--- config.mk ---
export PLATFORM = sky130hd
export DESIGN_NAME = arcade_host
export DESIGN_NICKNAME = d
export VERILOG_FILES = /design/src/rtl/arcade_pkg.sv /design/src/rtl/core_config_regs.sv /design/src/rtl/key_latch.sv /design/src/rtl/control_mapper.sv /design/src/rtl/rom_loader.sv /design/src/rtl/arcade_host.sv
export SDC_FILE = /design/constraint.sdc
export NUM_CORES = 1
export LEC_CHECK = 0
export BUFFER_PORTS_ARGS = -buffer_cell sky130_fd_sc_hd__buf_2
export CAP_MARGIN = 20
export CORE_ASPECT_RATIO = 1.5
export CORE_MARGIN = 4
export CORE_UTILIZATION = 41
export CTS_CLUSTER_DIAMETER = 40
export DETAILED_ROUTE_END_ITERATION = 12
export GPL_ROUTABILITY_DRIVEN = 1
export PLACE_DENSITY = 0.89
export SYNTH_ARGS = -nofsm -noshare
export SYNTH_HDL_FRONTEND = slang
export SYNTH_HIERARCHICAL = 1
export SYNTH_SLANG_ARGS = --single-unit
--- constraint.sdc ---
create_clock -name clk_sys -period 1.6 [get_ports clk_sys]
set_input_delay 0.08 -clock clk_sys [delete_from_list [all_inputs] [get_ports clk_sys]]
set_output_delay 0.08 -clock clk_sys [all_outputs]
set_load 0.03 [all_outputs]
--- src/rtl/arcade_pkg.sv ---
package arcade_pkg;

	// ====================
	// Widths
	// ====================

	localparam int STATUS_W   = 32;   // Menu status word from the service controller
	localparam int DL_ADDR_W  = 25;   // Default download address width
	localparam int CPU_ADDR_W = 15;   // Default CPU ROM address width

	// ====================
	// Menu options
	// ====================

	// Decoded status bits, one field per menu entry
	typedef struct packed {
		logic       rotate;     // 1 selects the normal control layout
		logic [1:0] scanlines;
		logic       blend;
		logic       units_km;
		logic       freeze;
		logic       zippy;      // Alternate game name
		logic       demo;
		logic       test;
	} options_t;

	// ====================
	// Controls
	// ====================

	// Held keyboard buttons
	typedef struct packed {
		logic up;
		logic down;
		logic left;
		logic right;
		logic fire1;
		logic fire2;
		logic fire3;
		logic coin;
		logic start1;
		logic start2;
	} key_btn_t;

	// Player controls as the game core sees them
	typedef struct packed {
		logic accel;
		logic brake;
		logic left;
		logic right;
		logic fire;
		logic bomb;
		logic start1;
		logic start2;
		logic coin;
	} ctrl_t;

	// One request on the 16 bit memory port
	typedef struct packed {
		logic [DL_ADDR_W-1:0] addr;
		logic [15:0]          wdata;
		logic                 we;
		logic                 rd;
	} mem_req_t;

endpackage

--- src/rtl/core_config_regs.sv ---
`timescale 1ns/1ns

module core_config_regs (
	input  logic                           clk_sys,
	input  logic                           arst_n,
	input  logic [arcade_pkg::STATUS_W-1:0] status,
	input  logic                           status_wr,
	output arcade_pkg::options_t           opts,
	output logic [7:0]                     dip2,
	output logic                           reset_req
);

	logic [arcade_pkg::STATUS_W-1:0] status_q;

	// Last word written by the menu
	always_ff @(posedge clk_sys or negedge arst_n) begin
		if (!arst_n) begin
			status_q <= '0;
		end else if (status_wr) begin
			status_q <= status;
		end
	end

	// ====================
	// Video options
	// ====================

	// Scaler side settings, plus the control layout in control_mapper
	assign opts.rotate    = status_q[2];      // Normal layout when set
	assign opts.scanlines = status_q[4:3];
	assign opts.blend     = status_q[10];

	// ====================
	// Game options
	// ====================

	// These reach the game through the second DIP bank
	assign opts.units_km  = status_q[5];
	assign opts.freeze    = status_q[6];
	assign opts.zippy     = status_q[7];
	assign opts.demo      = status_q[8];
	assign opts.test      = status_q[9];

	// DIP switches are active low on the board
	// Low three bits fix coin mode, cocktail and flip
	assign dip2 = {
		~opts.test,
		~opts.demo,
		~opts.zippy,
		~opts.freeze,
		~opts.units_km,
		3'b110
	};

	// Menu reset entry or the controller's own reset bit
	assign reset_req = status_q[0] | status_q[1];

endmodule

--- src/rtl/key_latch.sv ---
`timescale 1ns/1ns

module key_latch (
	input  logic                 clk_sys,
	input  logic                 arst_n,
	input  logic                 key_strobe,
	input  logic                 key_pressed,
	input  logic [7:0]           key_code,
	output arcade_pkg::key_btn_t keys
);

	// ====================
	// Scancodes
	// ====================

	localparam logic [7:0] SC_UP    = 8'h75;
	localparam logic [7:0] SC_DOWN  = 8'h72;
	localparam logic [7:0] SC_LEFT  = 8'h6B;
	localparam logic [7:0] SC_RIGHT = 8'h74;
	localparam logic [7:0] SC_ESC   = 8'h76;   // Coin
	localparam logic [7:0] SC_F1    = 8'h05;   // One player start
	localparam logic [7:0] SC_F2    = 8'h06;   // Two player start
	localparam logic [7:0] SC_CTRL  = 8'h14;
	localparam logic [7:0] SC_ALT   = 8'h11;
	localparam logic [7:0] SC_SPACE = 8'h29;

	// Make and break events both arrive as strobes
	// key_pressed tells which one it was
	always_ff @(posedge clk_sys or negedge arst_n) begin
		if (!arst_n) begin
			keys <= '0;
		end else if (key_strobe) begin
			case (key_code)
				SC_UP:    keys.up     <= key_pressed;
				SC_DOWN:  keys.down   <= key_pressed;
				SC_LEFT:  keys.left   <= key_pressed;
				SC_RIGHT: keys.right  <= key_pressed;
				SC_ESC:   keys.coin   <= key_pressed;
				SC_F1:    keys.start1 <= key_pressed;
				SC_F2:    keys.start2 <= key_pressed;
				SC_CTRL:  keys.fire3  <= key_pressed;
				SC_ALT:   keys.fire2  <= key_pressed;
				SC_SPACE: keys.fire1  <= key_pressed;
				default:  keys        <= keys;   // Unmapped key, hold all states
			endcase
		end
	end

endmodule

--- src/rtl/control_mapper.sv ---
`timescale 1ns/1ns

module control_mapper (
	input  logic                 clk_sys,
	input  logic                 arst_n,
	input  arcade_pkg::key_btn_t keys,
	input  logic [7:0]           joy0,
	input  logic [7:0]           joy1,
	input  logic                 rotate,
	output arcade_pkg::ctrl_t    ctrl
);

	logic [5:0]        joy_or;
	logic              m_up;
	logic              m_down;
	logic              m_left;
	logic              m_right;
	arcade_pkg::ctrl_t ctrl_d;

	// Both sticks drive the one player
	assign joy_or = joy0[5:0] | joy1[5:0];

	// Stick bits 0 right, 1 left, 2 down, 3 up
	assign m_up    = keys.up    | joy_or[3];
	assign m_down  = keys.down  | joy_or[2];
	assign m_left  = keys.left  | joy_or[1];
	assign m_right = keys.right | joy_or[0];

	// ====================
	// Rotation remap
	// ====================

	// With the screen turned, the stick is held sideways
	always_comb begin
		if (rotate) begin
			ctrl_d.accel = m_up;
			ctrl_d.brake = m_down;
			ctrl_d.left  = m_left;
			ctrl_d.right = m_right;
		end else begin
			ctrl_d.accel = m_left;
			ctrl_d.brake = m_right;
			ctrl_d.left  = m_down;
			ctrl_d.right = m_up;
		end
		ctrl_d.fire   = keys.fire1 | joy_or[4];
		ctrl_d.bomb   = keys.fire2 | joy_or[5];
		ctrl_d.start1 = keys.start1;   // Keyboard only
		ctrl_d.start2 = keys.start2;
		ctrl_d.coin   = keys.coin;
	end

	always_ff @(posedge clk_sys or negedge arst_n) begin
		if (!arst_n) begin
			ctrl <= '0;
		end else begin
			ctrl <= ctrl_d;
		end
	end

endmodule

--- src/rtl/rom_loader.sv ---
`timescale 1ns/1ns

module rom_loader #(
	parameter int DL_ADDR_W  = arcade_pkg::DL_ADDR_W,
	parameter int CPU_ADDR_W = arcade_pkg::CPU_ADDR_W
) (
	input  logic                 clk_sys,
	input  logic                 arst_n,
	input  logic                 dl_active,
	input  logic                 dl_wr,
	input  logic [DL_ADDR_W-1:0] dl_addr,
	input  logic [7:0]           dl_data,
	input  logic [CPU_ADDR_W-1:0] cpu_rom_addr,
	input  logic                 cpu_rom_rd,
	input  logic                 reset_req,
	input  logic                 user_reset,
	output arcade_pkg::mem_req_t mem,
	output logic                 core_reset
);

	arcade_pkg::mem_req_t mem_d;
	logic [DL_ADDR_W-1:0] addr_q;
	logic [15:0]          wdata_q;
	logic                 we_q;
	logic                 rd_q;
	logic                 dl_active_q;
	logic                 loaded;

	// ====================
	// Port select
	// ====================

	// The download owns the port for its whole length
	always_comb begin
		mem_d.wdata = {dl_data, dl_data};   // Same byte to both lanes
		if (dl_active) begin
			mem_d.addr = dl_addr;
			mem_d.we   = dl_wr;
			mem_d.rd   = 1'b0;
		end else begin
			mem_d.addr = {{(DL_ADDR_W-CPU_ADDR_W){1'b0}}, cpu_rom_addr};
			mem_d.we   = 1'b0;
			mem_d.rd   = cpu_rom_rd;
		end
	end

	always_ff @(posedge clk_sys) begin
		addr_q  <= mem_d.addr;
		wdata_q <= mem_d.wdata;
	end

	always_ff @(posedge clk_sys or negedge arst_n) begin
		if (!arst_n) begin
			we_q <= 1'b0;
			rd_q <= 1'b0;
		end else begin
			we_q <= mem_d.we;
			rd_q <= mem_d.rd;
		end
	end

	assign mem = '{addr: addr_q, wdata: wdata_q, we: we_q, rd: rd_q};

	// ====================
	// Game reset
	// ====================

	// Loaded once the first download ends
	always_ff @(posedge clk_sys or negedge arst_n) begin
		if (!arst_n) begin
			dl_active_q <= 1'b0;
			loaded      <= 1'b0;
			core_reset  <= 1'b1;
		end else begin
			dl_active_q <= dl_active;
			if (dl_active_q && !dl_active) begin
				loaded <= 1'b1;
			end
			core_reset <= ~loaded | reset_req | user_reset;
		end
	end

endmodule

--- src/rtl/arcade_host.sv ---
`timescale 1ns/1ns

module arcade_host #(
	parameter int DL_ADDR_W  = arcade_pkg::DL_ADDR_W,
	parameter int CPU_ADDR_W = arcade_pkg::CPU_ADDR_W
) (
	input  logic                            clk_sys,
	input  logic                            arst_n,
	input  logic [arcade_pkg::STATUS_W-1:0] status,
	input  logic                            status_wr,
	input  logic                            key_strobe,
	input  logic                            key_pressed,
	input  logic [7:0]                      key_code,
	input  logic [7:0]                      joy0,
	input  logic [7:0]                      joy1,
	input  logic                            user_reset,   // Board button
	input  logic                            dl_active,
	input  logic                            dl_wr,
	input  logic [DL_ADDR_W-1:0]            dl_addr,
	input  logic [7:0]                      dl_data,
	input  logic [CPU_ADDR_W-1:0]           cpu_rom_addr,
	input  logic                            cpu_rom_rd,
	output arcade_pkg::ctrl_t               ctrl,
	output arcade_pkg::options_t            opts,
	output logic [7:0]                      dip2,
	output arcade_pkg::mem_req_t            mem,
	output logic                            core_reset
);

	logic                 reset_req;
	arcade_pkg::key_btn_t keys;

	// ====================
	// Menu and input side
	// ====================

	core_config_regs u_config (
		.clk_sys   (clk_sys),
		.arst_n    (arst_n),
		.status    (status),
		.status_wr (status_wr),
		.opts      (opts),
		.dip2      (dip2),
		.reset_req (reset_req)
	);

	key_latch u_keys (
		.clk_sys     (clk_sys),
		.arst_n      (arst_n),
		.key_strobe  (key_strobe),
		.key_pressed (key_pressed),
		.key_code    (key_code),
		.keys        (keys)
	);

	control_mapper u_mapper (
		.clk_sys (clk_sys),
		.arst_n  (arst_n),
		.keys    (keys),
		.joy0    (joy0),
		.joy1    (joy1),
		.rotate  (opts.rotate),
		.ctrl    (ctrl)
	);

	// ====================
	// Memory and reset
	// ====================

	rom_loader #(
		.DL_ADDR_W  (DL_ADDR_W),
		.CPU_ADDR_W (CPU_ADDR_W)
	) u_loader (
		.clk_sys      (clk_sys),
		.arst_n       (arst_n),
		.dl_active    (dl_active),
		.dl_wr        (dl_wr),
		.dl_addr      (dl_addr),
		.dl_data      (dl_data),
		.cpu_rom_addr (cpu_rom_addr),
		.cpu_rom_rd   (cpu_rom_rd),
		.reset_req    (reset_req),
		.user_reset   (user_reset),
		.mem          (mem),
		.core_reset   (core_reset)
	);

endmodule

==> impl_metrics.json <==
{
  "transition_time_of_the_tightest_slew_check_pin_ns": 0.716,
  "setup_viol": 0,
  "wl_per_cell_um": 15.1,
  "coreArea_um2": 5910,
  "reg2regPathDepth": 2,
  "drt-pass1-iter-count": 4,
  "clk_latency_ns": 0.34,
  "setup_total_negative_slack_ns": 0,
  "syn2layout_area_growth_pct": 61.0,
  "cp_slowest_cell": "sky130_fd_sc_hd__dlygate4sd3_1",
  "cts-root-to-sink-buffers": 2,
  "routed-via-count": 2128,
  "grt_util_met3_pct": 6.19,
  "ys.warnings.count": 6,
  "final_util_pct": 69.1,
  "grt_pass1_wl_mm": 11.2,
  "fin_crit_ns": 1.42,
  "die_width_um": 72.2,
  "worstReg2RegEnd": "u_mapper/ctrl[4]$_DFF_PN0_",
  "cp.required_ns": 1.82,
  "crit_path_end_kind": "flip-flop",
  "cts.repair.resized": 0,
  "fill_cells": 424,
  "timing.critical_path.cells": "dlygate4sd3_1 -> buf_2 -> or3_1 -> dlygate4sd3_1",
  "worstHoldPathCells": 3,
  "power.static_leakage_nw": 2.07,
  "number_of_slew_limit_violations_in_the_final_report": 0,
  "global_route.usage.met2_pct": 35.2,
  "placedCellCount": 383,
  "post_route_cells_drive_above_1_share_pct": 53.0,
  "routed_vias_inst": 4.57,
  "power_density_nw_per_um2": 1040,
  "hp-class": "input port to flip-flop",
  "worstHoldEndpoint": "u_mapper/ctrl[7]$_DFF_PN0_",
  "fmaxAchievable_mhz": 703,
  "power.net_switching_w": 0.00113,
  "path_class": "input port to flip-flop",
  "worst_path_largest_cell_delay_ns": 0.57,
  "cts_htree_levels": 3,
  "most_crowded_layer_after_global_routing": "met2",
  "max_cap_violations": 0,
  "worstPathMaxFanout": 1,
  "path_clk_slew_ns": 0.07,
  "timing.final.ws_setup_ns": 0.177,
  "hpwl_mm": 4.53,
  "syn-instance-count": 183,
  "die_height_um": 104,
  "globalRouteMet1Util_pct": 17.8,
  "netSwitchingFraction_pct": 26.7,
  "cts.root.buffer_cell": "sky130_fd_sc_hd__clkbuf_8",
  "antenna-diode-count": 0,
  "initial_utilization_pct": 42.9,
  "io-pin-count": 183,
  "combinationalPowerShare_pct": 19.7,
  "unrepaired_setup_endpoints_after_global_routing": "no",
  "timing.max_slew.rel_slack_pct": 52.3,
  "fin_area_um2": 4090,
  "tritoncts": "built",
  "maximum_ir_drop_on_the_vdd_rail_uv": 611,
  "place_worst_setup_slack_ns": 0.0486,
  "clockPowerShare_pct": 36.9,
  "die_area_um2": 7540,
  "grt_antenna_before_repair": 0,
  "ff2ff_setup_slack_ns": 0.22,
  "seq_power_share_pct": 43.4,
  "totalWireLength_mm": 7.02,
  "drt_iter0_drcs": 81,
  "status": "complete, no violations",
  "crit-reg2reg-launch": "u_keys/keys[5]$_DFFE_PN0P_",
  "worst-endpoint-arrival_ns": 1.64,
  "antenna_left": 0,
  "placed_cell_area_um2": 3190,
  "worst_clock_skew_ns": 0.00992,
  "tritoncts.num_buffers": 9,
  "mean_instance_size_in_the_synthesized_netlist_um2": 13.9,
  "syn-cell-area_um2": 2540,
  "post-route-period-util_pct": 88.9,
  "startpoint_type": "input port",
  "cts_num_sinks": 67,
  "number_of_hold_violations_in_the_final_report": 0,
  "groute.usage.overall_pct": 19.3,
  "stdcell_count": 466,
  "grt_max_degree": 35,
  "internal_power_w": 0.00311,
  "finalWeightedCongestion": 0.799,
  "grt_pass1_vias": 2433,
  "placementRows": 34,
  "overflow": 0,
  "worst_hold_startpoint": "joy0[2]",
  "design.final.nets": 502,
  "critical-path-top-cell-by-count": "sky130_fd_sc_hd__dlygate4sd3_1",
  "io_buffer_count": 154,
  "drcViolationCount": 0
}
## worst max-delay path: cells and delay by family
family                 cells  cell delay [ns]
and+or+nand+nor            1             0.35
buffers and inverters      3             1.21
## per-layer routing
metal | up-vias | routed length (um)
met5 | - | 0
met4 | 0 | 251
met3 | 25 | 551
met2 | 106 | 3920
met1 | 991 | 2300
li1 | 1006 | -
## worst max path at each step
stage,startpoint,endpoint,slack [ns]
floorplan,key_code[1],u_keys/keys[5]$_DFFE_PN0P_,0.19
global placement,key_code[1],u_keys/keys[5]$_DFFE_PN0P_,0.07
detailed placement,key_code[7],u_keys/keys[5]$_DFFE_PN0P_,0.05
CTS,joy1[5],u_mapper/ctrl[3]$_DFF_PN0_,0.21
global route,joy0[4],u_mapper/ctrl[4]$_DFF_PN0_,0.17
finish,joy0[4],u_mapper/ctrl[4]$_DFF_PN0_,0.18
## power by group through the flow
| stage | Clock [W] | Sequential, W | Combinational, W |
|---|---|---|---|
| 3_3_place_gp | 0 | 0.00187 | 0.000672 |
| 6_report | 0.00157 | 0.00184 | 0.000835 |
| 5_1_grt | 0.00168 | 0.00185 | 0.000890 |
| 2_1_floorplan | 0 | 0.00201 | 0.000342 |
| 3_5_place_dp | 0 | 0.00188 | 0.000688 |
| 4_1_cts | 0.00160 | 0.00184 | 0.000827 |
## final cells by class
cell class              instances  area [um2]  share of cell area [%]
repair buffers                222        1450                    35.5
well taps                      72        90.1                    2.21
clock buffers                  11         141                    3.46
clock inverters                 5        85.1                    2.08
inverters                       6        22.5                   0.551
flip-flops and latches         67        1510                    37.0
multi-input cells              83         785                    19.2
## cells in the final DEF, fill, tap and decap left out, types with 2 or more instances in the layout
cell type,n
sky130_fd_sc_hd__buf_2,154
sky130_fd_sc_hd__dlygate4sd3_1,67
sky130_fd_sc_hd__dfrtp_1,33
sky130_fd_sc_hd__dfxtp_1,33
sky130_fd_sc_hd__mux2_4,17
sky130_fd_sc_hd__mux2_2,17
sky130_fd_sc_hd__and2_1,11
sky130_fd_sc_hd__clkbuf_8,10
sky130_fd_sc_hd__inv_1,6
sky130_fd_sc_hd__nor3_1,5
sky130_fd_sc_hd__mux2i_1,4
sky130_fd_sc_hd__conb_1,3
sky130_fd_sc_hd__nand4_1,3
sky130_fd_sc_hd__bufinv_16,2
sky130_fd_sc_hd__nand4b_1,2
sky130_fd_sc_hd__nor4_1,2
sky130_fd_sc_hd__nand3_1,2
sky130_fd_sc_hd__or3_1,2
## flip-flops by register name, summed over array words and instances, names as in the netlist
| register | count |
|---|---|
| u_config/status_q | 11 |
| u_keys/keys | 9 |
| u_loader/addr_q | 25 |
| u_loader/core_reset | 1 |
| u_loader/dl_active_q | 1 |
| u_loader/loaded | 1 |
| u_loader/rd_q | 1 |
| u_loader/wdata_q | 8 |
| u_loader/we_q | 1 |
| u_mapper/ctrl | 9 |
## what timing repair did
item | CTS | global route
endpoints found under the setup margin | 0 | 0
setup buffers | 0 | 0
hold buffers | 67 | 0
endpoints found under the hold margin | 82 | 0
## through the flow
| stage | power (W) | hold slack (ns) |
|---|---|---|
| after floorplan | 0.00236 | -0.216 |
| after global placement | 0.00254 | 0.182 |
| after detailed placement | 0.00257 | 0.184 |
| after CTS | 0.00427 | 0.0144 |
| after global routing | 0.00442 | 0.0492 |
| final | 0.00425 | 0.0350 |
Power figures use the tool's default switching activity.
